$ cat config.mk
export PLATFORM = sky130hd
export DESIGN_NAME = puks
export DESIGN_NICKNAME = d
export VERILOG_FILES = /design/src/mera400_pkg.sv /design/src/puks.sv
export SDC_FILE = /design/constraint.sdc
export NUM_CORES = 1
export LEC_CHECK = 0
export BUFFER_PORTS_ARGS = -buffer_cell sky130_fd_sc_hd__clkbuf_2
export CAP_MARGIN = 30
export CORE_AREA = 2 2 39 41
export DETAILED_ROUTE_END_ITERATION = 16
export DIE_AREA = 0 0 41 43
export SLEW_MARGIN = 20
export SYNTH_ARGS = -nofsm -noshare
export SYNTH_HDL_FRONTEND = slang
export SYNTH_SLANG_ARGS = --single-unit
$ cat constraint.sdc
create_clock -name clk -period 3.6 [get_ports clk]
set_clock_uncertainty 0.1 [all_clocks]
set_input_delay 0.54 -clock clk [delete_from_list [all_inputs] [get_ports clk]]
set_output_delay 0.54 -clock clk [all_outputs]
set_load 0.02 [all_outputs]
$ cat src/mera400_pkg.sv
package mera400_pkg;

	// ----------------------------------------
	// system bus widths
	// ----------------------------------------

	localparam int data_w = 16;
	localparam int addr_w = 16;
	localparam int nb_w = 4;

	// ----------------------------------------
	// memory module geometry
	// ----------------------------------------

	// word address bits decoded within one segment
	localparam int mem_addr_w = 10;
	// segments 0 .. mem_segments-1 are present
	localparam int mem_segments = 2;
	localparam int seg_w = $clog2(mem_segments);
	localparam int mem_index_w = seg_w + mem_addr_w;
	localparam int mem_words = mem_segments << mem_addr_w;

	// ----------------------------------------
	// timing, in clk cycles
	// ----------------------------------------

	// request seen -> ok
	localparam int mem_access_ticks = 3;
	localparam int mem_access_w = $clog2(mem_access_ticks + 1);
	// no ok within this many cycles means alarm
	localparam int bus_timeout_ticks = 15;
	localparam int bus_timeout_w = $clog2(bus_timeout_ticks + 1);
	// general clear length
	localparam int clear_ticks = 8;
	localparam int clear_w = $clog2(clear_ticks + 1);

	// panel key operations
	typedef enum logic [1:0] {op_none, op_load, op_fetch, op_store} panel_op_t;

	// bus sequencer states
	typedef enum logic [1:0] {st_idle, st_req, st_release, st_alarm} bus_state_t;

endpackage

$ cat src/puks.sv
`timescale 1ns/1ps

module puks (
	input logic clk,
	input logic reset,
	input logic panel_clear,
	output logic clm_
);

	import mera400_pkg::*;

	// ----------------------------------------
	// general clear timer
	// ----------------------------------------

	// cycles of clear still to go
	logic [clear_w-1:0] clr_cnt;

	// reset and panel clear both restart the full clear
	always_ff @(posedge clk) begin
		if (reset || panel_clear) begin
			clr_cnt <= clear_w'(clear_ticks);
		end else if (clr_cnt != '0) begin
			clr_cnt <= clr_cnt - 1'b1;
		end
	end

	// clear active (low) until counter runs out
	assign clm_ = (clr_cnt == '0);

	// full clear length after every reset
	a_clear_len: assert property (@(posedge clk)
		$fell(reset) |-> !clm_ [*clear_ticks]);

endmodule

Word-level counts from Yosys, hierarchy flattened
Cells that the tools add are included.
{"block": "word_totals", "reg_bits": 4, "elab_cells": 5}
{"block": "classes", "add_sub_neg": 1, "reduce_logical": 3}
{"cell": "$logic_not A4 Y1", "count": 1}
{"cell": "$reduce_bool A4 Y1", "count": 1}
{"cell": "$sub A4 B1 Y4 const B", "count": 1}
{"cell": "$logic_or A1 B1 Y1", "count": 1}

Depth between registers and ports, before layout
{"block": "logic_depth", "word_depth": 1, "depth_mapped": 5, "ltp_nobuf": 5}

Worst setup path after synthesis
No wires, ideal clock.
{"block": "synth_path", "path_kind": "register to output", "start": "register clr_cnt[0]", "end": "output port clm_", "n_path_buf": 0, "slack_ns": 1.901, "stages_incl_launch_ff": 5, "arrival_ns": 1.059, "path_cell_list": "dfxtp_1 -> inv_1 -> ha_1 -> or3b_4 -> inv_2"}
{"block": "synth_via", "elab_chain_len": 1}
{"element": "start, declared", "line_no": "puks.sv:17", "text": "logic [clear_w-1:0] clr_cnt;"}
{"element": "start signal, assigned", "line_no": "puks.sv:22", "text": "clr_cnt <= clear_w'(clear_ticks);"}
{"element": "start signal, assigned", "line_no": "puks.sv:24", "text": "clr_cnt <= clr_cnt - 1'b1;"}
{"element": "$logic_not A4 Y1", "line_no": "puks.sv:29", "text": "assign clm_ = (clr_cnt == '0);"}
{"element": "end, declared", "line_no": "puks.sv:7", "text": "output logic clm_"}
No other way between the ends.

Worst setup path after layout
Same ends and word-level chain as after synthesis.

==> impl_metrics.py <==
metrics = {
    "sta": {
        "holdWs_ns": 0.417,
        "min_period_ns": 2.10,
        "slew_headroom_pct": 77.8,
        "rsz0062_at_grt": "false",
        "max_freq_mhz": 475,
        "hold_violations": 0,
        "fin_tns_setup_ns": 0,
        "fin_crit_sh_pct": 58.4,
        "tightest_slew_ns": 0.329,
        "setup_viol": 0,
        "final_max_slew_viol_count": 0,
    },
    "critical_path": {
        "cp_slowest_cell": "or3b_4",
        "cp.required_ns": 2.96,
        "r2r-end": "clr_cnt[0]$_SDFFE_PP0N_",
        "critPathKind": "reg -> out",
        "r2r_start": "clr_cnt[0]$_SDFFE_PP0N_",
        "ff2ff_path_depth": 5,
        "crit_chain": "inv_1, ha_1, or3b_4, inv_2, clkbuf_2",
        "cp_top_family": "simple AND/OR/NAND/NOR gates",
        "cp_num_buf_inv": 3,
        "worstSetupEndpointType": "primary output",
        "r2r_setup_slack_ns": 2.01,
        "crit_arrival_ns": 1.46,
        "cp.depth": 5,
        "path_max_fanout": 5,
        "cp-startpoint": "clr_cnt[0]$_SDFFE_PP0N_",
        "cp-endpoint": "clm_",
        "cpPeakStageDelay_ns": 0.42,
        "cp-start-kind": "flip-flop",
    },
    "cts": {
        "ctsHoldBuffers": 0,
        "cts_resized": 0,
        "cts_setup_buffers": 0,
        "cts_root_buf": "clkbuf_4",
        "cts_buffers": 3,
        "cts.sinks": 4,
        "clk_latency_ns": 0.23,
        "htreeDepth": 1,
        "cts_tree": "built",
        "clockBufferDepth": 2,
        "path_clk_slew_ns": 0.04,
    },
    "run": {
        "maxCapViolations": 0,
    },
    "run_status": {
        "status": "finished clean",
    },
    "layout": {
        "syn_to_final_growth_pct": 28.2,
        "layout.nets": 32,
        "largest_register_ffs": 4,
        "multiInputGateArea_um2": 113,
        "diodes": 0,
        "instances_no_fill": 42,
        "fill_cells": 147,
        "top_regs": "clr_cnt (4)",
        "final_util_pct": 18.9,
        "top_register": "clr_cnt",
        "ff_latch_area_um2": 80.1,
        "drive_above_1_share_pct": 34.6,
    },
    "die": {
        "num_rows": 14,
        "start_util_pct": 14.7,
        "die_y_um": 43,
        "io-pin-count": 4,
        "dieArea_um2": 1760,
        "core_area_um2": 1380,
        "die_w_um": 41,
    },
    "pwr": {
        "p_comb_share_pct": 15.5,
        "switching_share_pct": 25.2,
        "clkPwrFrac_pct": 43.7,
        "leakage_uw": 0.000109,
        "power.density_nw_per_um2": 494,
        "power_frac_seq_pct": 40.8,
        "ir_drop_mv": 0.170,
        "power.switching_uw": 32.6,
        "p_int_uw": 96.7,
    },
    "synth": {
        "syn_nets": 24,
        "yosys_register_bits": 4,
        "yosysSeqAreaShare_pct": 39.3,
        "synth_area_per_cell_um2": 10.2,
        "synth_cell_type_count": 16,
        "syn_area_um2": 204,
        "synthCells": 20,
        "ys_warn_count": 0,
    },
    "global_routing": {
        "overflow": 0,
        "gr-usage-all-layers_pct": 5.62,
        "grt_start_max_net_pins": 6,
        "antenna_found_initial": 0,
        "grt_pass1_vias": 177,
        "grt_pass1_wl_um": 627,
    },
    "drt": {
        "num_vias": 174,
        "drc": 0,
        "drtIter0Drc": 0,
        "wl_per_cell_um": 7.86,
        "routed_via_density": 4.14,
        "drt_first_pass_iters": 1,
        "wl_um": 330,
        "ant_nets": 0,
    },
    "worst_hold_path": {
        "hold_path.startpoint": "reset",
        "min_path_type": "in -> reg",
        "hold_depth": 2,
    },
    "placed_design": {
        "hpwlAfterDp_um": 262,
        "place_inst": 39,
        "gp_congestion": 0.600,
        "port_buffers": 3,
    },
}
[worst min path at each step]
stage | to | slack [ns]
finish | clr_cnt[1]$_SDFFE_PP0N_ | 0.42
CTS | clr_cnt[1]$_SDFFE_PP0N_ | 0.42
global route | clr_cnt[1]$_SDFFE_PP0N_ | 0.42
global placement | clr_cnt[3]$_SDFFE_PP1N_ | 0.42
detailed placement | clr_cnt[3]$_SDFFE_PP1N_ | 0.43
floorplan | clr_cnt[3]$_SDFFE_PP1N_ | 0.39
[stage by stage]
step | setup WS [ns] | total power, uW | instance area (um^2)
after detailed placement | 1.74 | 73.8 | 239
final | 1.50 | 129 | 262
after global placement | 1.75 | 73.2 | 239
after CTS | 1.49 | 131 | 262
after global routing | 1.42 | 139 | 262
after floorplan | 1.90 | 68.2 | 204
[synth_stat cells]
library cell | n | area share (%)
a2111oi_2 | 1 | 7.4
and3_1 | 1 | 3.1
dfxtp_1 | 4 | 39
ha_1 | 1 | 6.1
inv_1 | 2 | 3.7
inv_2 | 1 | 1.8
mux2_1 | 1 | 5.5
nor2_1 | 1 | 1.8
nor3_1 | 1 | 2.5
nor3b_1 | 1 | 3.7
nor4b_1 | 1 | 4.3
o211ai_1 | 1 | 3.7
o31ai_1 | 1 | 3.7
or3b_4 | 1 | 5.5
or4_1 | 1 | 3.7
xor2_1 | 1 | 4.3
[placed cells by master (no fill, tap or decap), drive strengths merged]
| master | count |
|---|---|
| nor4b | 1 |
| dfxtp | 4 |
| nor3 | 1 |
| and3 | 1 |
| o211ai | 1 |
| nor3b | 1 |
| o31ai | 1 |
| ha | 1 |
| nor2 | 1 |
| or4 | 1 |
| xor2 | 1 |
| clkbuf | 6 |
| a2111oi | 1 |
| inv | 3 |
| mux2 | 1 |
| or3b | 1 |
[power groups by stage]
stage	registers [uW]	logic [uW]	clock network, uW
after floorplan	52.3	15.9	0
after global placement	53.3	19.9	0
after detailed placement	53.5	20.3	0
after CTS	52.7	20.4	58.1
after global routing	53.6	23.0	62.1
final	52.7	20.1	56.5
[final cells by class]
| class | count | share of cell area [%] |
|---|---|---|
| clock buffers | 3 | 8.61 |
| inverters | 3 | 4.31 |
| flip-flops and latches | 4 | 30.6 |
| multi-input cells | 13 | 43.1 |
| repair buffers | 3 | 5.74 |
| well taps | 16 | 7.66 |
[routing by layer]
layer,GRT usage (%),share of wire [%]
met1,6.09,46
met2,6.88,43
met3,1.57,4.5
met4,8.00,5.8
met5,0,0
[logic make-up after synthesis]
family / share of synthesized area (%)
XOR/XNOR: 4.30
flip-flops: 39.3
buffers and inverters: 5.52
adder cells (fa/ha/maj): 6.13
multiplexers: 5.52
AO/OA/AOI/OAI: 14.7
AND/OR/NAND/NOR: 24.5
Note: power is estimated with default switching activity, not from simulation.
