==> config.mk <==
export PLATFORM = sky130hd
export DESIGN_NAME = bus_ctl
export DESIGN_NICKNAME = d
export VERILOG_FILES = /design/src/mera400_pkg.sv /design/src/bus_ctl.sv
export SDC_FILE = /design/constraint.sdc
export NUM_CORES = 1
export LEC_CHECK = 0
export BUFFER_PORTS_ARGS = -buffer_cell sky130_fd_sc_hd__clkbuf_2
export CORE_UTILIZATION = 40
export DETAILED_ROUTE_END_ITERATION = 7
export MAX_ROUTING_LAYER = met4
export PLACE_DENSITY = 0.71
export RECOVER_POWER = 100
export SYNTH_ARGS = -nofsm -noshare
export SYNTH_HDL_FRONTEND = slang
export SYNTH_SLANG_ARGS = --single-unit
==> constraint.sdc <==
create_clock -name clk -period 2.35 [get_ports clk]
set_input_delay 0 -clock clk [delete_from_list [all_inputs] [get_ports clk]]
set_output_delay 0 -clock clk [all_outputs]
set_load 0.005 [all_outputs]
==> src/mera400_pkg.sv <==
package mera400_pkg;

	// ----------------------------------------
	// system bus widths
	// ----------------------------------------

	localparam int data_w = 16;
	localparam int addr_w = 16;
	localparam int nb_w = 4;

	// ----------------------------------------
	// memory module geometry
	// ----------------------------------------

	// word address bits decoded within one segment
	localparam int mem_addr_w = 10;
	// segments 0 .. mem_segments-1 are present
	localparam int mem_segments = 2;
	localparam int seg_w = $clog2(mem_segments);
	localparam int mem_index_w = seg_w + mem_addr_w;
	localparam int mem_words = mem_segments << mem_addr_w;

	// ----------------------------------------
	// timing, in clk cycles
	// ----------------------------------------

	// request seen -> ok
	localparam int mem_access_ticks = 3;
	localparam int mem_access_w = $clog2(mem_access_ticks + 1);
	// no ok within this many cycles means alarm
	localparam int bus_timeout_ticks = 15;
	localparam int bus_timeout_w = $clog2(bus_timeout_ticks + 1);
	// general clear length
	localparam int clear_ticks = 8;
	localparam int clear_w = $clog2(clear_ticks + 1);

	// panel key operations
	typedef enum logic [1:0] {op_none, op_load, op_fetch, op_store} panel_op_t;

	// bus sequencer states
	typedef enum logic [1:0] {st_idle, st_req, st_release, st_alarm} bus_state_t;

endpackage

==> src/bus_ctl.sv <==
`timescale 1ns/1ps

module bus_ctl (
	input logic clk,
	input logic reset,
	input mera400_pkg::panel_op_t panel_op,
	input logic [mera400_pkg::data_w-1:0] kl,
	input logic clm_,
	input logic ok_,
	input logic [mera400_pkg::data_w-1:0] rdt,
	output logic r_,
	output logic w_,
	output logic [mera400_pkg::data_w-1:0] ddt,
	output logic ar_load,
	output logic ar_inc,
	output logic [mera400_pkg::data_w-1:0] w,
	output logic busy,
	output logic awaria
);

	import mera400_pkg::*;

	bus_state_t state;
	// current cycle is a write
	logic wr_cycle;
	logic [bus_timeout_w-1:0] wd_cnt;
	logic accept;
	logic mem_op;

	// panel operations only taken when idle and not clearing
	assign accept = (state == st_idle) && clm_;
	assign mem_op = (panel_op == op_fetch) || (panel_op == op_store);

	// load finishes right away, no bus cycle
	assign ar_load = accept && (panel_op == op_load);
	// release state is only reached after ok
	assign ar_inc = (state == st_release);
	assign busy = (state != st_idle);
	assign awaria = (state == st_alarm);

	// ----------------------------------------
	// bus cycle FSM
	// ----------------------------------------

	always_ff @(posedge clk) begin
		if (reset || !clm_) begin
			state <= st_idle;
			r_ <= 1'b1;
			w_ <= 1'b1;
			wr_cycle <= 1'b0;
			wd_cnt <= '0;
		end else begin
			case (state)
				st_idle: begin
					if (accept && mem_op) begin
						wr_cycle <= (panel_op == op_store);
						r_ <= (panel_op != op_fetch);
						w_ <= (panel_op != op_store);
						wd_cnt <= '0;
						state <= st_req;
					end
				end
				st_req: begin
					if (!ok_) begin
						// memory answered, drop the request
						r_ <= 1'b1;
						w_ <= 1'b1;
						state <= st_release;
					end else if (wd_cnt == bus_timeout_w'(bus_timeout_ticks - 1)) begin
						// nobody home at this address
						r_ <= 1'b1;
						w_ <= 1'b1;
						state <= st_alarm;
					end else begin
						wd_cnt <= wd_cnt + 1'b1;
					end
				end
				st_release: begin
					state <= st_idle;
				end
				// alarm sticks until general clear
				st_alarm: begin
					state <= st_alarm;
				end
				default: begin
					state <= st_idle;
				end
			endcase
		end
	end

	// w display, read data shows as busy drops
	always_ff @(posedge clk) begin
		if (reset) begin
			w <= '0;
		end else if (clm_ && (state == st_release) && !wr_cycle) begin
			w <= rdt;
		end
	end

	// store data taken from the keys
	always_ff @(posedge clk) begin
		if (accept && (panel_op == op_store)) begin
			ddt <= kl;
		end
	end

	// one request direction at a time
	a_rw_excl: assert property (@(posedge clk) disable iff (reset) (r_ || w_));

	// alarm never advances the address register
	a_alarm_no_inc: assert property (@(posedge clk) disable iff (reset)
		(state == st_alarm) && clm_ |=> !ar_inc);

endmodule

# Word-level counts from Yosys, hierarchy flattened
# Index checks and enable logic that the tools add are counted.
# word_totals
output_inout_bits	38
inputBits	38
register_bits	41
elab_cells	52
# op_classes
n_mux	14
n_reduce_logical	17
n_eq_ne	13
addsub	1
# ops
operator	count
two-way mux 4 bit	3
== test 2 bit (second input constant)	4
inequality test 2 bit (second input constant)	4
case mux 2 bit (4 select lines)	1
case mux 4 bit (2 select lines)	1
logical AND 1 bit	6
two-way mux 2 bit	3
adder 4 x 1 -> 4 bit (second input constant)	1
== test 2 x 1 -> 1 bit (second input constant)	2
== test 4 bit (second input constant)	1
two-way mux 1 bit	4
case mux 1 bit (2 select lines)	2
AND reduction 2 bit	2
AND reduction 4 bit	1
nonzero test 2 bit	2
inequality test 3 bit (second input constant)	1
AND reduction 3 bit	1
zero test 1 bit	2
zero test 2 bit	1
logical OR 1 bit	2
inequality test 2 x 1 -> 1 bit (second input constant)	1

# Longest topological paths before layout
# logic_depth
ltp_word	5
depth_mapped	6
depth_no_buf	5

# Worst setup path before layout
# Ideal clock, no wire load.
# synth_timing
path_type	register to register
startpoint	register state[0]
endpoint	register ddt[0] in the netlist's numbering, enable pin
setup_ps	388
path_slack_ps	215
path_stages_with_launch	4
synth_period_minus_slack_ps	2135
arrival_time_ps	1747
t_required_ps	1962
n_path_buf	1
path_cell_list	dfxtp_1 clkbuf_2 or3b_2 nor2_1
# synth_between
elab_chain_len	3
# synth_rtl
item	line	rtl
from (decl)	bus_ctl.sv:23	bus_state_t state;
from (signal assigned)	bus_ctl.sv:47	state <= st_idle;
from (signal assigned)	bus_ctl.sv:60	state <= st_req;
from (signal assigned)	bus_ctl.sv:68	state <= st_release;
zero test 2 bit	bus_ctl.sv:31	assign accept = (state == st_idle) && clm_;
logical AND 1 bit	bus_ctl.sv:31	
logical AND 1 bit	bus_ctl.sv:103	if (accept && (panel_op == op_store)) begin
to (signal assigned)	bus_ctl.sv:104	ddt <= kl;
to (decl)	bus_ctl.sv:13	output logic [mera400_pkg::data_w-1:0] ddt,
# Every way passes these cells.
# A chain may end at the register's enable or synchronous reset.

# Worst setup path in the final report
# layout_timing
startpoint	register state[0]
endpoint	register ddt[6] in the netlist's numbering, enable pin
# The elaborated chain is that of the path after synthesis.

==> results.txt <==
- Final standard cell utilization of the core: 0.646
- For this design the top-level I/O count stands at 76.
- The clock arrives with 0.00735 ns of skew.
- Power per standard cell area: 637 mW/mm^2
- CTS built an H-tree with a depth of 2.
- Most frequent cells in the layout: sky130_fd_sc_hd__clkbuf_2 (62), sky130_fd_sc_hd__nand2_1 (35), sky130_fd_sc_hd__dlygate4sd3_1 (33)
- Setup-violating endpoint count in the final report: 0
* Global-route wire length before repair: 5.87 mm
- Chip height: 64.6 um
- Remaining design rule violation count: 0
- After synthesis the netlist holds a flip-flop and latch count of 41.
- Starting utilization of the core area: 0.422
- Measured along the x axis, the die boundary spans 64.6 um.
* Unrepaired setup endpoints after global routing: no
* Area of the mapped netlist: 0.00157 mm^2
- Total number of yosys warnings: 0
- Walking the worst path, the cells encountered are or3b_2 -> nor2_1 -> clkbuf_2.
* Met1 routing resource usage after global routing: 0.203
- Met2 track demand over resource: 0.339
- The number of global-route vias before repair was 1336.
* CTS tree: built
- Num CTS Buffers: 5
- Number of iterations in the first detailed-routing pass: 4
* Number of fillers in the final layout: 314
- Iteration-0 DRC Markers: 58
* Library cell contributing the largest single delay on the critical path: sky130_fd_sc_hd__or3b_2
- IR analysis of the VDD net gives a maximum drop of 0.372 mV.
- Startpoint Class: register
- Leakage power: 0.983 nW
- Peak Freq: 560 MHz
- For this block, the routed nets add up to 3.77 mm of wire.
* Most common cell after layout, fill and taps aside: sky130_fd_sc_hd__clkbuf_2
* Reg2reg setup slack: 0.56 ns
* Dominant cell type by area after synthesis: sky130_fd_sc_hd__dfxtp_1
* Number of endpoints with negative hold slack in the final report: 0
- Share of synthesized area occupied by flip-flops and latches: 0.626
- The smallest clock period supported by the final layout is computed as 1.79 ns.
- CTS placed an instance of sky130_fd_sc_hd__clkbuf_8 at the clock tree root.
* Post-synth cell types: 33
- Cell types with the largest area share after synthesis: sky130_fd_sc_hd__dfxtp_1 (32%), sky130_fd_sc_hd__edfxtp_1 (31%), sky130_fd_sc_hd__nand2_1 (8.4%)
- The congestion estimate from routability-driven global placement came to 0.784.
- The number of antenna diodes in the final layout is 0.
* Number of post-CTS setup repair buffers: 0
- Startpoint of the worst-slack reg-to-reg timing path: state[0]
- The area growth from synthesis to layout is 53.2%.
* Number of standard cells in the final layout excluding fillers: 302
- Global routing finished with a remaining overflow of 0.
- The region available for standard cell placement spans 0.00372 mm^2.
- Routed len/inst: 12.5 um
* Setup Crit Path Kind: reg2reg
- In this run the critical register-to-register path is captured at ddt[6].
- Capture endpoint of the worst hold path: state[0]
- When the netlist entered floorplanning its net count stood at 186.
* Max-capacitance violation count: 0
* Share of final-layout standard cells stronger than drive strength 1: 0.291
* Hold path startpoint: ok_
* Resized cells post-CTS: 0
* Most Crowded Layer GR: met2
- Including well taps, the total number of placed cells is 261.
- Antenna Violating Nets Remaining: 0
- The clock passes through at most 2 buffers.
- For the pin with the worst max-slew slack, the measured transition is 0.573 ns.
- Clock-pin transition on the worst setup and hold timing paths: 0.08 ns
- Max-slew violation total from the final report: 0
- After the last flow step, the layout net total stands at 293.
- The number of antenna violations at the first check in global routing was 0.
- Worst r2r path cells: 3
- In the finished design, the share of the clock period the worst path needs comes to 0.760.
* Gate Count Post-Synth: 146
* Syn_area_per_cell: 10.7 um^2
- Max FO, Critical Path: 16
- Setup TNS: 0 ns
- Required time worst endpoint: 2.30 ns
- Hold Crit Depth: 3
* Site Rows: 22
- STA classifies the critical path endpoint as a register.
- In the global route stage, met3 resource usage came out at 0.0352.
- The clock net in this run drives a total of 41 sinks.
- Arrival time reported for the critical path endpoint: 1.73 ns
- Area enclosed by the die boundary: 0.00417 mm^2
- Worst-skew pair later-pin latency: 0.28 ns
- The flow ran to the end, and the final reports show no timing, DRC or antenna violations.
- HPWL Detailed: 2.25 mm
- Overall global routing resource usage: 0.190
* Average via count per standard cell: 4.77
- Largest net degree at the start of global routing: 19
* Total via count in the routed design: 1440
- Normalized max-slew margin: 0.618
- Longest individual stage delay on the worst path: 0.57 ns
- Buffers placed on the I/O ports in this run total 75.
- Hold Crit Class: in2reg
- After clock tree synthesis, the flow added hold-fix buffers numbering 33.
* Area share of the leading cell type in the synthesized netlist: 0.319
kinds of logic after synthesis:
logic type,Yosys count,share of synthesized area
DFF,41,0.626
adders and majority gates,2,0.0160
and+or+nand+nor,60,0.198
muxes,2,0.0128
buffers and inverters,12,0.0391
AOI/OAI and AO/OA,29,0.109
synthesized netlist by cell type:
library cell,count
sky130_fd_sc_hd__nand2_1,35
sky130_fd_sc_hd__dfxtp_1,25
sky130_fd_sc_hd__a21oi_1,21
sky130_fd_sc_hd__edfxtp_1,16
sky130_fd_sc_hd__clkbuf_1,4
sky130_fd_sc_hd__nor2_1,4
sky130_fd_sc_hd__or3_1,4
sky130_fd_sc_hd__a211oi_1,2
sky130_fd_sc_hd__buf_2,2
sky130_fd_sc_hd__clkbuf_2,2
sky130_fd_sc_hd__ha_1,2
sky130_fd_sc_hd__inv_1,2
sky130_fd_sc_hd__mux2i_1,2
sky130_fd_sc_hd__nand3_1,2
sky130_fd_sc_hd__nor3b_1,2
sky130_fd_sc_hd__nor4b_1,2
sky130_fd_sc_hd__o211ai_1,2
sky130_fd_sc_hd__o31ai_1,2
sky130_fd_sc_hd__a311oi_2,1
sky130_fd_sc_hd__and2_1,1
sky130_fd_sc_hd__and2b_1,1
sky130_fd_sc_hd__and3_1,1
sky130_fd_sc_hd__and4bb_2,1
sky130_fd_sc_hd__buf_4,1
sky130_fd_sc_hd__buf_6,1
sky130_fd_sc_hd__nand2b_1,1
sky130_fd_sc_hd__nand3b_4,1
sky130_fd_sc_hd__nand4bb_1,1
sky130_fd_sc_hd__nor2b_1,1
sky130_fd_sc_hd__nor3_1,1
sky130_fd_sc_hd__o21ai_0,1
sky130_fd_sc_hd__or2_2,1
sky130_fd_sc_hd__or3b_2,1
stage by stage:
stage	area, um^2	setup slack, ns	hold WS, ns	total power [mW]
finish	2400	0.563	0.0981	1.53
global route	2400	0.416	0.116	1.59
CTS	2430	0.677	0.103	1.55
detailed placement	1960	0.706	0.181	0.858
global placement	1960	0.708	0.179	0.858
floorplan	1570	0.215	0.0365	0.808
sequential cells by signal (all words and copies together) (netlist names):
signal and flops:
state 2, ddt 16, wr_cycle 1, r_ 1, w 16, w_ 1
wd_cnt 4
power by group:
group          total (mW)  internal [mW]  switching [mW]
registers           0.758          0.751         0.00671
clock network       0.644          0.422           0.223
logic               0.127         0.0760          0.0508
layer usage:
| metal | wire [um] | share of wire |
|---|---|---|
| met4 | 93 | 0.025 |
| met3 | 202 | 0.054 |
| met2 | 1920 | 0.51 |
| met1 | 1550 | 0.41 |
| met5 | 0 | 0 |
worst max-delay path by stage:
| stage | from | to | depth (start not counted) |
|---|---|---|---|
| after floorplan | state[0] | ddt[0] | 3 |
| after global placement | state[0] | ddt[13] | 3 |
| after detailed placement | state[0] | ddt[5] | 3 |
| after CTS | state[0] | ddt[6] | 3 |
| after global routing | state[0] | ddt[2] | 3 |
| final | state[0] | ddt[6] | 3 |
area by class of cell:
class	count	area (um^2)	area share
inverters	2	7.51	0.00313
clock inverters	3	65.1	0.0271
repair buffers	110	701	0.292
well taps	48	60.1	0.0250
flip-flops and latches	41	981	0.408
clock buffers	5	68.8	0.0286
multi-input cells	93	519	0.216
critical path, delay by kind of cell, from the launching register on:
family        cells  cell delay [ns]
simple gates      2             0.69
flops             1             0.42
buf+inv           1             0.33
Power figures use the tool's default switching activity.
