File: src/mera400_pkg.sv
package mera400_pkg;

	// ----------------------------------------
	// system bus widths
	// ----------------------------------------

	localparam int data_w = 16;
	localparam int addr_w = 16;
	localparam int nb_w = 4;

	// ----------------------------------------
	// memory module geometry
	// ----------------------------------------

	// word address bits decoded within one segment
	localparam int mem_addr_w = 10;
	// segments 0 .. mem_segments-1 are present
	localparam int mem_segments = 2;
	localparam int seg_w = $clog2(mem_segments);
	localparam int mem_index_w = seg_w + mem_addr_w;
	localparam int mem_words = mem_segments << mem_addr_w;

	// ----------------------------------------
	// timing, in clk cycles
	// ----------------------------------------

	// request seen -> ok
	localparam int mem_access_ticks = 3;
	localparam int mem_access_w = $clog2(mem_access_ticks + 1);
	// no ok within this many cycles means alarm
	localparam int bus_timeout_ticks = 15;
	localparam int bus_timeout_w = $clog2(bus_timeout_ticks + 1);
	// general clear length
	localparam int clear_ticks = 8;
	localparam int clear_w = $clog2(clear_ticks + 1);

	// panel key operations
	typedef enum logic [1:0] {op_none, op_load, op_fetch, op_store} panel_op_t;

	// bus sequencer states
	typedef enum logic [1:0] {st_idle, st_req, st_release, st_alarm} bus_state_t;

endpackage

File: src/panel_ar.sv
`timescale 1ns/1ps

module panel_ar (
	input logic clk,
	input logic reset,
	input logic [mera400_pkg::data_w-1:0] kl,
	input logic [mera400_pkg::nb_w-1:0] nb_sel,
	input logic panel_load,
	input logic panel_fetch,
	input logic panel_store,
	input logic clm_,
	input logic ar_load,
	input logic ar_inc,
	output mera400_pkg::panel_op_t panel_op,
	output logic [mera400_pkg::addr_w-1:0] ad,
	output logic [mera400_pkg::nb_w-1:0] nb
);

	import mera400_pkg::*;

	// ----------------------------------------
	// key encoder
	// ----------------------------------------

	// load wins over store, store over fetch
	always_comb begin
		if (panel_load) begin
			panel_op = op_load;
		end else if (panel_store) begin
			panel_op = op_store;
		end else if (panel_fetch) begin
			panel_op = op_fetch;
		end else begin
			panel_op = op_none;
		end
	end

	// ----------------------------------------
	// address and segment registers
	// ----------------------------------------

	// general clear zeroes both registers
	// load takes keys and segment switches
	// increment wraps at the top of the address space
	always_ff @(posedge clk) begin
		if (reset || !clm_) begin
			ad <= '0;
			nb <= '0;
		end else if (ar_load) begin
			ad <= kl;
			nb <= nb_sel;
		end else if (ar_inc) begin
			ad <= ad + 1'b1;
		end
	end

endmodule

File: config.mk
export PLATFORM = sky130hd
export DESIGN_NAME = panel_ar
export DESIGN_NICKNAME = d
export VERILOG_FILES = /design/src/mera400_pkg.sv /design/src/panel_ar.sv
export SDC_FILE = /design/constraint.sdc
export NUM_CORES = 1
export LEC_CHECK = 0
export BUFFER_PORTS_ARGS = -buffer_cell sky130_fd_sc_hd__buf_2
export CAP_MARGIN = 10
export CORE_MARGIN = 4
export CORE_UTILIZATION = 27
export CTS_CLUSTER_DIAMETER = 60
export DETAILED_ROUTE_END_ITERATION = 7
export HOLD_SLACK_MARGIN = 0.1
export REMOVE_ABC_BUFFERS = 1
export SYNTH_ARGS = -nofsm -noshare
export SYNTH_HDL_FRONTEND = slang
export SYNTH_SLANG_ARGS = --single-unit
File: constraint.sdc
create_clock -name clk -period 1.8 [get_ports clk]
set_input_delay 0.36 -clock clk [delete_from_list [all_inputs] [get_ports clk]]
set_output_delay 0.36 -clock clk [all_outputs]
set_load 0.02 [all_outputs]
Word-level counts from Yosys, hierarchy flattened
Cells that the tools add are included.
Word-level totals
  input bits: 28
  flip-flop bits (word level): 20
  output and inout port bits: 22
  word-level logic and storage cells: 11
Cells by class
  add/subtract/negate cells: 1
  muxes and demuxes: 5
  reduce and logical (&&, ||, !) cells: 3
Operator list (count)
  $mux W16: 2
  $add A16 B1 Y16 const B: 1
  $mux W2: 3
  $reduce_bool A2 Y1: 1
  $logic_not A1 Y1: 1
  $logic_or A1 B1 Y1: 1

Logic depth before layout (Yosys ltp)
Gate-level depths: netlist of the first run.
  word-level depth: 3
  gate-level depth with buffers: 6
  gate-level depth less buffers: 5

Worst setup path before layout of the first run
OpenSTA, ideal clock, no wires.
  path type: reg-to-reg
  start: register ad[2] (netlist bit)
  end: register ad[15] (netlist bit)
  arrival time: 1.649 ns
  cell stages (with the launch flop): 6
  period minus slack after synthesis: 1.723 ns
  buffers on the path: 1
  library setup time: 0.074 ns
  data required time: 1.726 ns
  slack: 0.077 ns
  cell sequence: dfxtp_1 -> nand3_4 -> or2_1 -> clkbuf_2 -> or4_1 -> a31oi_1
Between the ends
  word-level cells in the longest chain between the ends: 3
Ends and longest elaborated chain
  from (decl): RTL line panel_ar.sv:15  | output logic [mera400_pkg::addr_w-1:0] ad,
  from (signal assigned): RTL line panel_ar.sv:50  | ad <= kl;
  from (signal assigned): RTL line panel_ar.sv:53  | ad <= ad + 1'b1;
  $add A16 B1 Y16: RTL line panel_ar.sv:53
  $mux W16: RTL line panel_ar.sv:52  | end else if (ar_inc) begin
  $mux W16: RTL line panel_ar.sv:49  | end else if (ar_load) begin
Every way passes these cells. The select of a mux whose other input is x is not followed.
A chain may end at the register's enable or synchronous reset.

Worst setup path after layout of the first run
  start: register ad[5] (netlist bit)
  end: register ad[15] (netlist bit)
Same word-level chain as after synthesis.

==> key figures, run 1 <==
Power
  • Combinational Power Share: 0.162
  • Seq pwr share: 0.520
  • P_sw: 0.000244 W
  • Peak VDD IR: 0.275 mV
  • Clk network pwr share: 0.318
  • Static Leak: 0.579 nW
  • P_int: 0.000677 W
  • P per Cell Area: 675 nW/um2
  • Sw frac: 0.265

Clock tree
  • Longest Clk Path Bufs: 2
  • Setup bufs post-CTS: 0
  • Post-cts sizing count: 0
  • Num Clock Sinks: 20
  • Clock insertion delay at the later pin of the skew report: 260 ps
  • Htree depth: 1
  • Cts bufs inserted: 3
  • Clk slew on worst S/H paths: 70 ps
  • Hold_buf cts: 0
  • Root Buffer: clkbuf_8
  • CTS tree: done

Global routing
  • Grt ovf: 0
  • Number of global-route vias before repair: 963
  • Tot GR Track Use: 0.106
  • Initial antenna violation count: 0
  • Largest net degree at the start of global routing: 26
  • First-pass GRT wire length: 4270 um

Place
  • DPL Wire Length: 2010 um
  • Gpl congestion: 0.726
  • Post-place setup slack: 165 ps
  • IO Port Bufs: 49

Drt
  • Final wirelength: 2590 um
  • Routed via count: 1008
  • DRC viols: 0
  • DR pass1 iterations: 3
  • Post-DRT Antenna Nets: 0
  • DR vias/cell: 4.65
  • WL/cell: 11.9 um
  • Initial detailed-routing violation count: 27

Logic synthesis
  • Distinct cells, synth: 29
  • Mean Syn Cell Area: 8.37 um2
  • Cell taking the most area after synthesis: dfxtp_1
  • Netlist Area Pre-Place: 1010 um2
  • YS warnings: 0
  • Count leader, synth: dfxtp_1
  • EDFF count, synth: 0
  • Largest cells by area after synthesis: dfxtp_1 40%, xnor2_1 8.7%, mux2i_1 6.9%, o21ai_0 5.9%, a21oi_1 4.9%
  • Commonest cells post-synth: 20 x dfxtp_1, 12 x nor2_1, 12 x o21ai_0, 10 x a21oi_1, 10 x xnor2_1
  • Seq/Total Area, Yosys: 0.396
  • Synth async-reset ratio: 0
  • Top FF cell, synth: dfxtp_1
  • Cell count after synthesis: 121
  • Synth Register Bits: 20
  • Top cell type's share of synthesized area: 0.396

STA
  • Pins Over Slew Limit: 0
  • Tcrit/Tclk final: 0.916
  • Setup violations, final: 0
  • Final TNS setup: 0 ps
  • RSZ-0062 raised after global routing: false
  • Slew headroom: 0.555
  • Final Critical Period: 1650 ps
  • Worst slew pin tran: 667 ps
  • Setup ws final: 151 ps
  • Clk_skew: 2.81 ps
  • Final hold viol count: 0
  • Fmax: 606 MHz
  • Hold Slack: 330 ps

Layout
  • Layout cells sized above 1: 0.351
  • Fill cell count: 392
  • ANT cells: 0
  • Layout Utilization: 0.394
  • Nets: 202
  • Synth-to-layout area growth: 34.9%

Job
  • Max-cap viol count: 0

Critical path
  • Bufs and invs on worst path: 0
  • Critical Path End Type: flip-flop
  • CP Class: reg2reg
  • Setup crit start kind: flip-flop
  • Peak per-stage delay on the critical path: 500 ps
  • Slowest cell on crit path: or4_1
  • Required @ worst endpoint: 1990 ps
  • Max FO, Critical Path: 6
  • Worst path arrival time: 1840 ps
  • CP delay by family, top: simple AND/OR/NAND/NOR gates
  • Crit-path cells: nand4_2 > or2_0 > or4_1 > a31oi_1

Floorplanning
  • Row cnt: 21
  • Die area: 4790 um2
  • Die X: 69.2 um
  • Initial cell density of the core: 0.292
  • Core ar.: 3470 um2
  • Top Ports: 50
  • Die height: 69.2 um

Run status
  • Outcome: completed

Worst hold path
  • HP Class: in2reg
[metal layers]
metal | share of wire | GRT usage
met5 | 0 | 0
met4 | 0.012 | 0.0390
met3 | 0.10 | 0.0406
met2 | 0.45 | 0.164
met1 | 0.44 | 0.133
[worst paths after layout]
path | to | start | slack, ps | depth (start not counted)
hold reg to reg | nb[1] | nb[1] | 500 | 2
setup / recovery | ad[15] | ad[5] | 150 | 4
hold / removal | ad[1] | kl[1] | 330 | 3
setup reg to reg | ad[15] | ad[5] | 150 | 4
[per-stage QoR]
step	area (um2)	instances	total power [W]
after CTS	1370	217	0.000935
after detailed placement	1320	214	0.000641
after global placement	1320	214	0.000640
after floorplan	983	114	0.000564
after global routing	1370	217	0.000968
final	1370	217	0.000921
[final cells by class]
class,instances,area [um2],area share
flip-flops and latches,20,400,0.293
well taps,46,57.6,0.0422
inverters,4,15.0,0.0110
multi-input cells,90,568,0.416
repair buffers,54,283,0.207
clock buffers,3,41.3,0.0302
[registers in the layout (all words and copies together) (netlist names)]
| signal | cells |
|---|---|
| nb | 4 |
| ad | 16 |
[placed cells by master (no fill, tap or decap), drive strengths merged]
cell type | synthesis | layout
mux2i | 7 | 7
nand4 | 4 | 4
o31ai | 2 | 2
or2 | 3 | 3
nand3 | 7 | 7
nor3b | 2 | 2
o21ai | 12 | 12
a31oi | 2 | 2
clkbuf | 5 | 3
ha | 1 | 1
nor2b | 1 | 1
a21oi | 10 | 10
nand2b | 1 | 1
xor2 | 1 | 1
nor3 | 6 | 6
xnor2 | 10 | 10
inv | 4 | 4
or4 | 2 | 2
nand2 | 3 | 3
nor4 | 4 | 4
dfxtp | 20 | 20
buf | 2 | 54
nor2 | 12 | 12
[cells by family after synthesis]
family                   Yosys count  synth area share
AND/OR/NAND/NOR                   45             0.248
AO/OA/AOI/OAI                     26             0.136
flip-flops                        20             0.396
XOR/XNOR                          11            0.0952
buffers and inverters             11            0.0432
multiplexers                       7            0.0692
adder cells (fa/ha/maj)            1            0.0124
[power groups by stage]
stage	combinational, W	sequential [W]	clock, W
3_5_place_dp	0.000151	0.000490	0
5_1_grt	0.000166	0.000482	0.000320
4_1_cts	0.000152	0.000479	0.000304
6_report	0.000149	0.000479	0.000293
2_1_floorplan	0.0000545	0.000510	0
3_3_place_gp	0.000151	0.000488	0
[worst min-delay path, stage by stage]
cell and delay, ps:
buf_2 80, a21oi_1 50, nor2_1 70
No activity file was read; power rests on OpenSTA's default activity.
==> run 2: changes to the inputs <==
--- a/config.mk
+++ b/config.mk
@@ -5,7 +5,7 @@
 export SDC_FILE = /design/constraint.sdc
 export NUM_CORES = 1
 export LEC_CHECK = 0
-export BUFFER_PORTS_ARGS = -buffer_cell sky130_fd_sc_hd__buf_2
+export BUFFER_PORTS_ARGS = -buffer_cell sky130_fd_sc_hd__clkbuf_2
 export CAP_MARGIN = 10
 export CORE_MARGIN = 4
 export CORE_UTILIZATION = 27
==> run 2 against run 1 <==
Against the previous run: count of clock-buffer cells in the layout unchanged; setup slack got worse by 8.1 ps; sequential power about the same; critical path depth unchanged; combinational power increased by 3%; fmax decreased by 0.49%; clock power increased by 53%; flip-flop and latch count unchanged; non-clock buffer count increased by 2; critical endpoint unchanged; largest cell class unchanged.
==> key figures, run 2 (synthesis results as in run 1) <==
Global routing
  • Initial antenna violation count: 0 (unchanged)
  • First-pass GRT wire length: 4440 um (+4.0%)
  • Grt ovf: 0 (unchanged)
  • Largest net degree at the start of global routing: 14 (-46%)
  • Tot GR Track Use: 0.111 (+0.00458)
  • Number of global-route vias before repair: 962 (-0.10%)

Worst hold path
  • Endpoint with the worst hold slack: ad[0]
  • Hold depth: 3 (unchanged)
  • HP Class: in2reg
  • Worst Hold Launch: kl[0]

Critical path
  • Reg2Reg Setup Slack: 140 ps (about the same)
  • Critical Path Start: ad[5]
  • Worst path arrival time: 1840 ps (about the same)
  • CP Class: reg2reg
  • Critical Path End Type: flip-flop
  • Slowest cell on crit path: or4_1
  • Peak per-stage delay on the critical path: 510 ps (about the same)
  • Worst r2r src: ad[5]
  • Setup crit start kind: flip-flop
  • R2R Path End: ad[15]
  • Max FO, Critical Path: 6 (unchanged)
  • Crit-path cells: nand4_2 > or2_0 > or4_1 > a31oi_1
  • R2r worst-path depth: 4 (unchanged)
  • Required @ worst endpoint: 1990 ps (about the same)

Clock tree
  • Cts bufs inserted: 3 (unchanged)
  • Longest Clk Path Bufs: 2 (unchanged)
  • Root Buffer: clkbuf_8
  • Hold_buf cts: 0 (unchanged)
  • Setup bufs post-CTS: 0 (unchanged)
  • Htree depth: 1 (unchanged)
  • Clock insertion delay at the later pin of the skew report: 260 ps (about the same)
  • Num Clock Sinks: 20 (unchanged)
  • Post-cts sizing count: 0 (unchanged)
  • Clk slew on worst S/H paths: 80 ps (about the same)
  • CTS tree: done

STA
  • Pins Over Slew Limit: 0 (unchanged)
  • Slew headroom: 0.728 (+0.173)
  • Final hold viol count: 0 (unchanged)
  • Clk_skew: 4.15 ps (+1.33 ps)
  • Setup violations, final: 0 (unchanged)
  • Final Critical Period: 1660 ps (+8.15 ps)
  • Worst slew pin tran: 405 ps (-263 ps)
  • Fmax: 603 MHz (-0.49%)
  • Tcrit/Tclk final: 0.921 (+0.00453)
  • RSZ-0062 raised after global routing: false
  • Final TNS setup: 0 ps (unchanged)

Drt
  • Post-DRT Antenna Nets: 0 (unchanged)
  • Routed via count: 987 (-2.1%)
  • WL/cell: 12.0 um (+0.39%)
  • DRC viols: 0 (unchanged)
  • DR pass1 iterations: 3 (unchanged)
  • Final wirelength: 2640 um (+1.8%)
  • DR vias/cell: 4.49 (-3.4%)
  • Initial detailed-routing violation count: 27 (unchanged)

Layout
  • Fill cell count: 370 (-5.6%)
  • Layout Utilization: 0.407 (+0.0130)
  • Layout cells sized above 1: 0.362 (+0.0112)
  • Nets: 204 (+0.99%)
  • Biggest register: ad
  • Synth-to-layout area growth: 39.3%
  • Largest registers: ad x16, nb x4
  • Max reg flops: 16 (unchanged)
  • Commonest non-fill, non-tap cells in the layout: 49 x clkbuf_2, 20 x dfxtp_1, 12 x nor2_1, 12 x o21ai_0
  • Most common cell after layout, fill and taps aside: clkbuf_2
  • ANT cells: 0 (unchanged)

Floorplanning
  • Die area: 4790 um2 (unchanged)
  • Die height: 69.2 um (unchanged)
  • Die X: 69.2 um (unchanged)
  • Core ar.: 3470 um2 (unchanged)
  • Row cnt: 21 (unchanged)
  • Top Ports: 50 (unchanged)
  • Initial cell density of the core: 0.292 (unchanged)

Power
  • P_int: 0.000827 W (+22%)
  • Sw frac: 0.234 (-0.0310)
  • Static Leak: 0.594 nW (+2.7%)
  • P per Cell Area: 766 nW/um2 (+13%)
  • Clk network pwr share: 0.414 (+0.096)
  • P_sw: 0.000253 W (+3.5%)
  • Seq pwr share: 0.444 (-0.076)
  • Peak VDD IR: 0.453 mV (+65%)
  • Combinational Power Share: 0.141 (-0.021)

Job
  • Max-cap viol count: 0 (unchanged)

Run status
  • Outcome: completed

Place
  • Gpl congestion: 0.725 (-0.15%)
  • IO Port Bufs: 49 (unchanged)
  • DPL Wire Length: 2100 um (+4.6%)
==> run 2: cell count changes in the layout (fill, tap and decap cells not counted) <==
cell,previous run,this run
buf_4,5,7
clkbuf_2,0,49
bufinv_16,0,1
buf_2,49,0
==> run 2: layout make-up <==
cell class | count | area (um2) | share of cell area
clock inverters | 1 | 30.0 | 0.0213
inverters | 4 | 15.0 | 0.0106
multi-input cells | 90 | 568 | 0.403
flip-flops and latches | 20 | 400 | 0.284
well taps | 46 | 57.6 | 0.0408
clock buffers | 3 | 41.3 | 0.0293
repair buffers | 56 | 298 | 0.211
==> run 2: worst max-delay path, delay by kind of cell, from the launching register on <==
family             cells  cell delay (ps)
and+or+nand+nor        3             1010
DFF                    1              420
AOI/OAI and AO/OA      1              160
==> run 2: how the worst max path moves through the flow <==
stage	end	slack (ps)
finish	ad[15]	140
CTS	ad[15]	150
global route	ad[15]	50
global placement	ad[15]	200
detailed placement	ad[15]	160
floorplan	ad[15]	100
==> run 2: power by group through the flow <==
stage / Combinational, W / Sequential (W) / Clock (W)
floorplan: 0.0000545 / 0.000510 / 0
global placement: 0.000154 / 0.000489 / 0
global route: 0.000170 / 0.000483 / 0.000474
finish: 0.000153 / 0.000480 / 0.000448
detailed placement: 0.000155 / 0.000490 / 0
CTS: 0.000155 / 0.000480 / 0.000460
==> run 2: metal layers <==
metal,up-vias,routed length (um),track usage
met5,-,0,0
met4,0,8,0.0130
met3,2,249,0.0493
met2,37,1190,0.178
met1,413,1190,0.140
li1,535,-,-
==> run 2: metrics by stage <==
| stage | cell area, um2 | setup WS (ps) | total power, W | hold slack, ps | instances |
|---|---|---|---|---|---|
| 6_report | 1410 | 143 | 0.00108 | 329 | 220 |
| 5_1_grt | 1410 | 45.8 | 0.00113 | 332 | 220 |
| 4_1_cts | 1410 | 152 | 0.00109 | 321 | 220 |
| 3_5_place_dp | 1340 | 156 | 0.000644 | 484 | 216 |
| 3_3_place_gp | 1340 | 198 | 0.000643 | 485 | 216 |
| 2_1_floorplan | 983 | 95.1 | 0.000564 | 499 | 114 |
==> run 3: changes to the inputs <==
--- a/config.mk
+++ b/config.mk
@@ -7,11 +7,14 @@
 export LEC_CHECK = 0
 export BUFFER_PORTS_ARGS = -buffer_cell sky130_fd_sc_hd__clkbuf_2
 export CAP_MARGIN = 10
+export CELL_PAD_IN_SITES_DETAIL_PLACEMENT = 0
+export CELL_PAD_IN_SITES_GLOBAL_PLACEMENT = 2
 export CORE_MARGIN = 4
-export CORE_UTILIZATION = 27
+export CORE_UTILIZATION = 24
 export CTS_CLUSTER_DIAMETER = 60
 export DETAILED_ROUTE_END_ITERATION = 7
 export HOLD_SLACK_MARGIN = 0.1
+export PLACE_DENSITY_LB_ADDON = 0.1
 export REMOVE_ABC_BUFFERS = 1
 export SYNTH_ARGS = -nofsm -noshare
 export SYNTH_HDL_FRONTEND = slang
==> run 3 against run 2 <==
Against the previous run: count of clock-buffer cells in the layout grew 1; setup slack improved by 5.3 ps; clock skew is 0.80 ps lower; first-iteration DRC count is 37% lower; highest routed layer unchanged; critical path type unchanged; flip-flop and latch count unchanged; wire length rose by 6.9%; fmax is 0.32% higher; combinational power about the same; utilization decreased by 5.9 points; largest cell class unchanged.
==> key figures, run 3 (synthesis results as in run 1) <==
STA
  • Final TNS setup: 0 ps (unchanged)
  • Tcrit/Tclk final: 0.918 (-0.00296)
  • RSZ-0062 raised after global routing: false
  • Fmax: 605 MHz (+0.32%)
  • Clk_skew: 3.35 ps (-0.798 ps)
  • Final hold viol count: 0 (unchanged)
  • Slew headroom: 0.750 (+0.0223)
  • Setup violations, final: 0 (unchanged)
  • Pins Over Slew Limit: 0 (unchanged)
  • Hold Slack: 336 ps (+6.49 ps)
  • Worst slew pin tran: 371 ps (-33.2 ps)
  • Final Critical Period: 1650 ps (-5.33 ps)

Clock tree
  • Num Clock Sinks: 20 (unchanged)
  • Longest Clk Path Bufs: 2 (unchanged)
  • Post-cts sizing count: 0 (unchanged)
  • Cts bufs inserted: 3 (unchanged)
  • CTS tree: done
  • Root Buffer: clkbuf_8
  • Htree depth: 1 (unchanged)
  • Setup bufs post-CTS: 0 (unchanged)
  • Hold_buf cts: 0 (unchanged)
  • Clk slew on worst S/H paths: 80 ps (about the same)
  • Clock insertion delay at the later pin of the skew report: 250 ps (about the same)

Critical path
  • Slowest cell on crit path: or4_1
  • Setup crit start kind: flip-flop
  • Bufs and invs on worst path: 0 (unchanged)
  • CP Class: reg2reg
  • Required @ worst endpoint: 1990 ps (about the same)
  • R2r worst-path depth: 4 (unchanged)
  • Levels on crit path: 4 (unchanged)
  • Worst path arrival time: 1840 ps (about the same)
  • Peak per-stage delay on the critical path: 510 ps (about the same)
  • Max FO, Critical Path: 6 (unchanged)
  • Critical Path End Type: flip-flop
  • CP delay by family, top: simple AND/OR/NAND/NOR gates
  • Crit-path cells: nand4_2 > or2_0 > or4_1 > a31oi_1

Drt
  • Routed via count: 1044 (+5.8%)
  • WL/cell: 12.6 um (+5.0%)
  • Post-DRT Antenna Nets: 0 (unchanged)
  • DRC viols: 0 (unchanged)
  • DR vias/cell: 4.66 (+3.9%)
  • Initial detailed-routing violation count: 17 (-37%)
  • DR pass1 iterations: 2 (-1)
  • Final wirelength: 2820 um (+6.9%)

Layout
  • Synth-to-layout area growth: 38.2%
  • Layout cells sized above 1: 0.362 (unchanged)
  • Fill cell count: 472 (+28%)
  • Biggest register: ad
  • Largest registers: ad x16, nb x4
  • Non-filler instance count after layout: 224 (+1.8%)
  • Layout Utilization: 0.347 (-0.0594)
  • Commonest non-fill, non-tap cells in the layout: 49 x clkbuf_2, 20 x dfxtp_1, 12 x nor2_1, 12 x o21ai_0
  • Max reg flops: 16 (unchanged)
  • Final Cell Area: 1400 um2 (-0.80%)
  • Nets: 204 (unchanged)
  • ANT cells: 0 (unchanged)
  • Most common cell after layout, fill and taps aside: clkbuf_2

Floorplanning
  • Initial cell density of the core: 0.251 (-0.0406)
  • Core ar.: 4030 um2 (+16%)
  • Die height: 72.9 um (+5.4%)
  • Die area: 5320 um2 (+11%)
  • Top Ports: 50 (unchanged)
  • Row cnt: 23 (+9.5%)
  • Die X: 72.9 um (+5.4%)

Power
  • P_sw: 0.000249 W (-1.4%)
  • Static Leak: 0.588 nW (-1.1%)
  • Sw frac: 0.256 (+0.0218)
  • Peak VDD IR: 0.260 mV (-43%)
  • P per Cell Area: 696 nW/um2 (-9.1%)
  • P_int: 0.000725 W (-12%)
  • Clk network pwr share: 0.350 (-0.064)
  • Seq pwr share: 0.491 (+0.047)
  • Combinational Power Share: 0.158 (+0.017)

Place
  • Inst Count DP: 220 (+1.9%)
  • Gpl congestion: 0.708 (-2.3%)
  • IO Port Bufs: 49 (unchanged)
  • DPL Wire Length: 2260 um (+7.5%)
  • Placed inst area: 1340 um2 (+0.37%)

Worst hold path
  • HP Class: in2reg
  • Hold depth: 3 (unchanged)

Global routing
  • Tot GR Track Use: 0.112 (+0.00170)
  • Largest net degree at the start of global routing: 26 (+12)
  • First-pass GRT wire length: 4710 um (+6.1%)
  • Number of global-route vias before repair: 1056 (+9.8%)
  • Initial antenna violation count: 0 (unchanged)
  • Grt ovf: 0 (unchanged)

Run status
  • Outcome: completed

Job
  • Max-cap viol count: 0 (unchanged)
-- run 3: changes by cell type in the layout (fill, tap and decap cells not counted), sizes merged --
cell    previous run  this run
bufinv             1         0
clkbuf            52        53
-- run 3: per-stage QoR --
| step | total power [W] | setup slack, ps |
|---|---|---|
| floorplan | 0.000564 | 95.1 |
| global placement | 0.000644 | 192 |
| detailed placement | 0.000647 | 151 |
| CTS | 0.00100 | 126 |
| global route | 0.00103 | 8.39 |
| finish | 0.000974 | 148 |
-- run 3: routing by layer --
layer | GRT usage | vias to the layer above | share of wire
met2 | 0.196 | 26 | 0.49
met4 | 0.0307 | 0 | 0.0060
li1 | - | 537 | -
met1 | 0.133 | 479 | 0.44
met5 | 0 | - | 0
met3 | 0.0331 | 2 | 0.065
-- run 3: area by class of cell --
class,instances,area [um2],area share
Clock buffer,4,55.1,0.0394
Sequential cell,20,400,0.286
Inverter,4,15.0,0.0107
Timing Repair Buffer,56,298,0.213
Multi-Input combinational cell,90,568,0.406
Tap cell,50,62.6,0.0447
-- run 3: worst reg2reg max path, cell delays in order (launching register included) --
cell and delay, ps:
dfxtp_1 410, nand4_2 190, or2_0 310, or4_1 510
a31oi_1 160
-- run 3: path summary, 6_finish.rpt --
path	slack (ps)	startpoint	endpoint
max reg2reg	150	ad[7]	ad[15]
min reg2reg	500	ad[15]	ad[15]
max	150	ad[7]	ad[15]
min	340	nb_sel[0]	nb[0]
-- run 3: power by group through the flow --
stage / combinational (W) / sequential (W) / clock [W]
finish: 0.000154 / 0.000479 / 0.000341
detailed placement: 0.000157 / 0.000490 / 0
global route: 0.000172 / 0.000482 / 0.000375
global placement: 0.000156 / 0.000488 / 0
CTS: 0.000158 / 0.000479 / 0.000365
floorplan: 0.0000545 / 0.000510 / 0
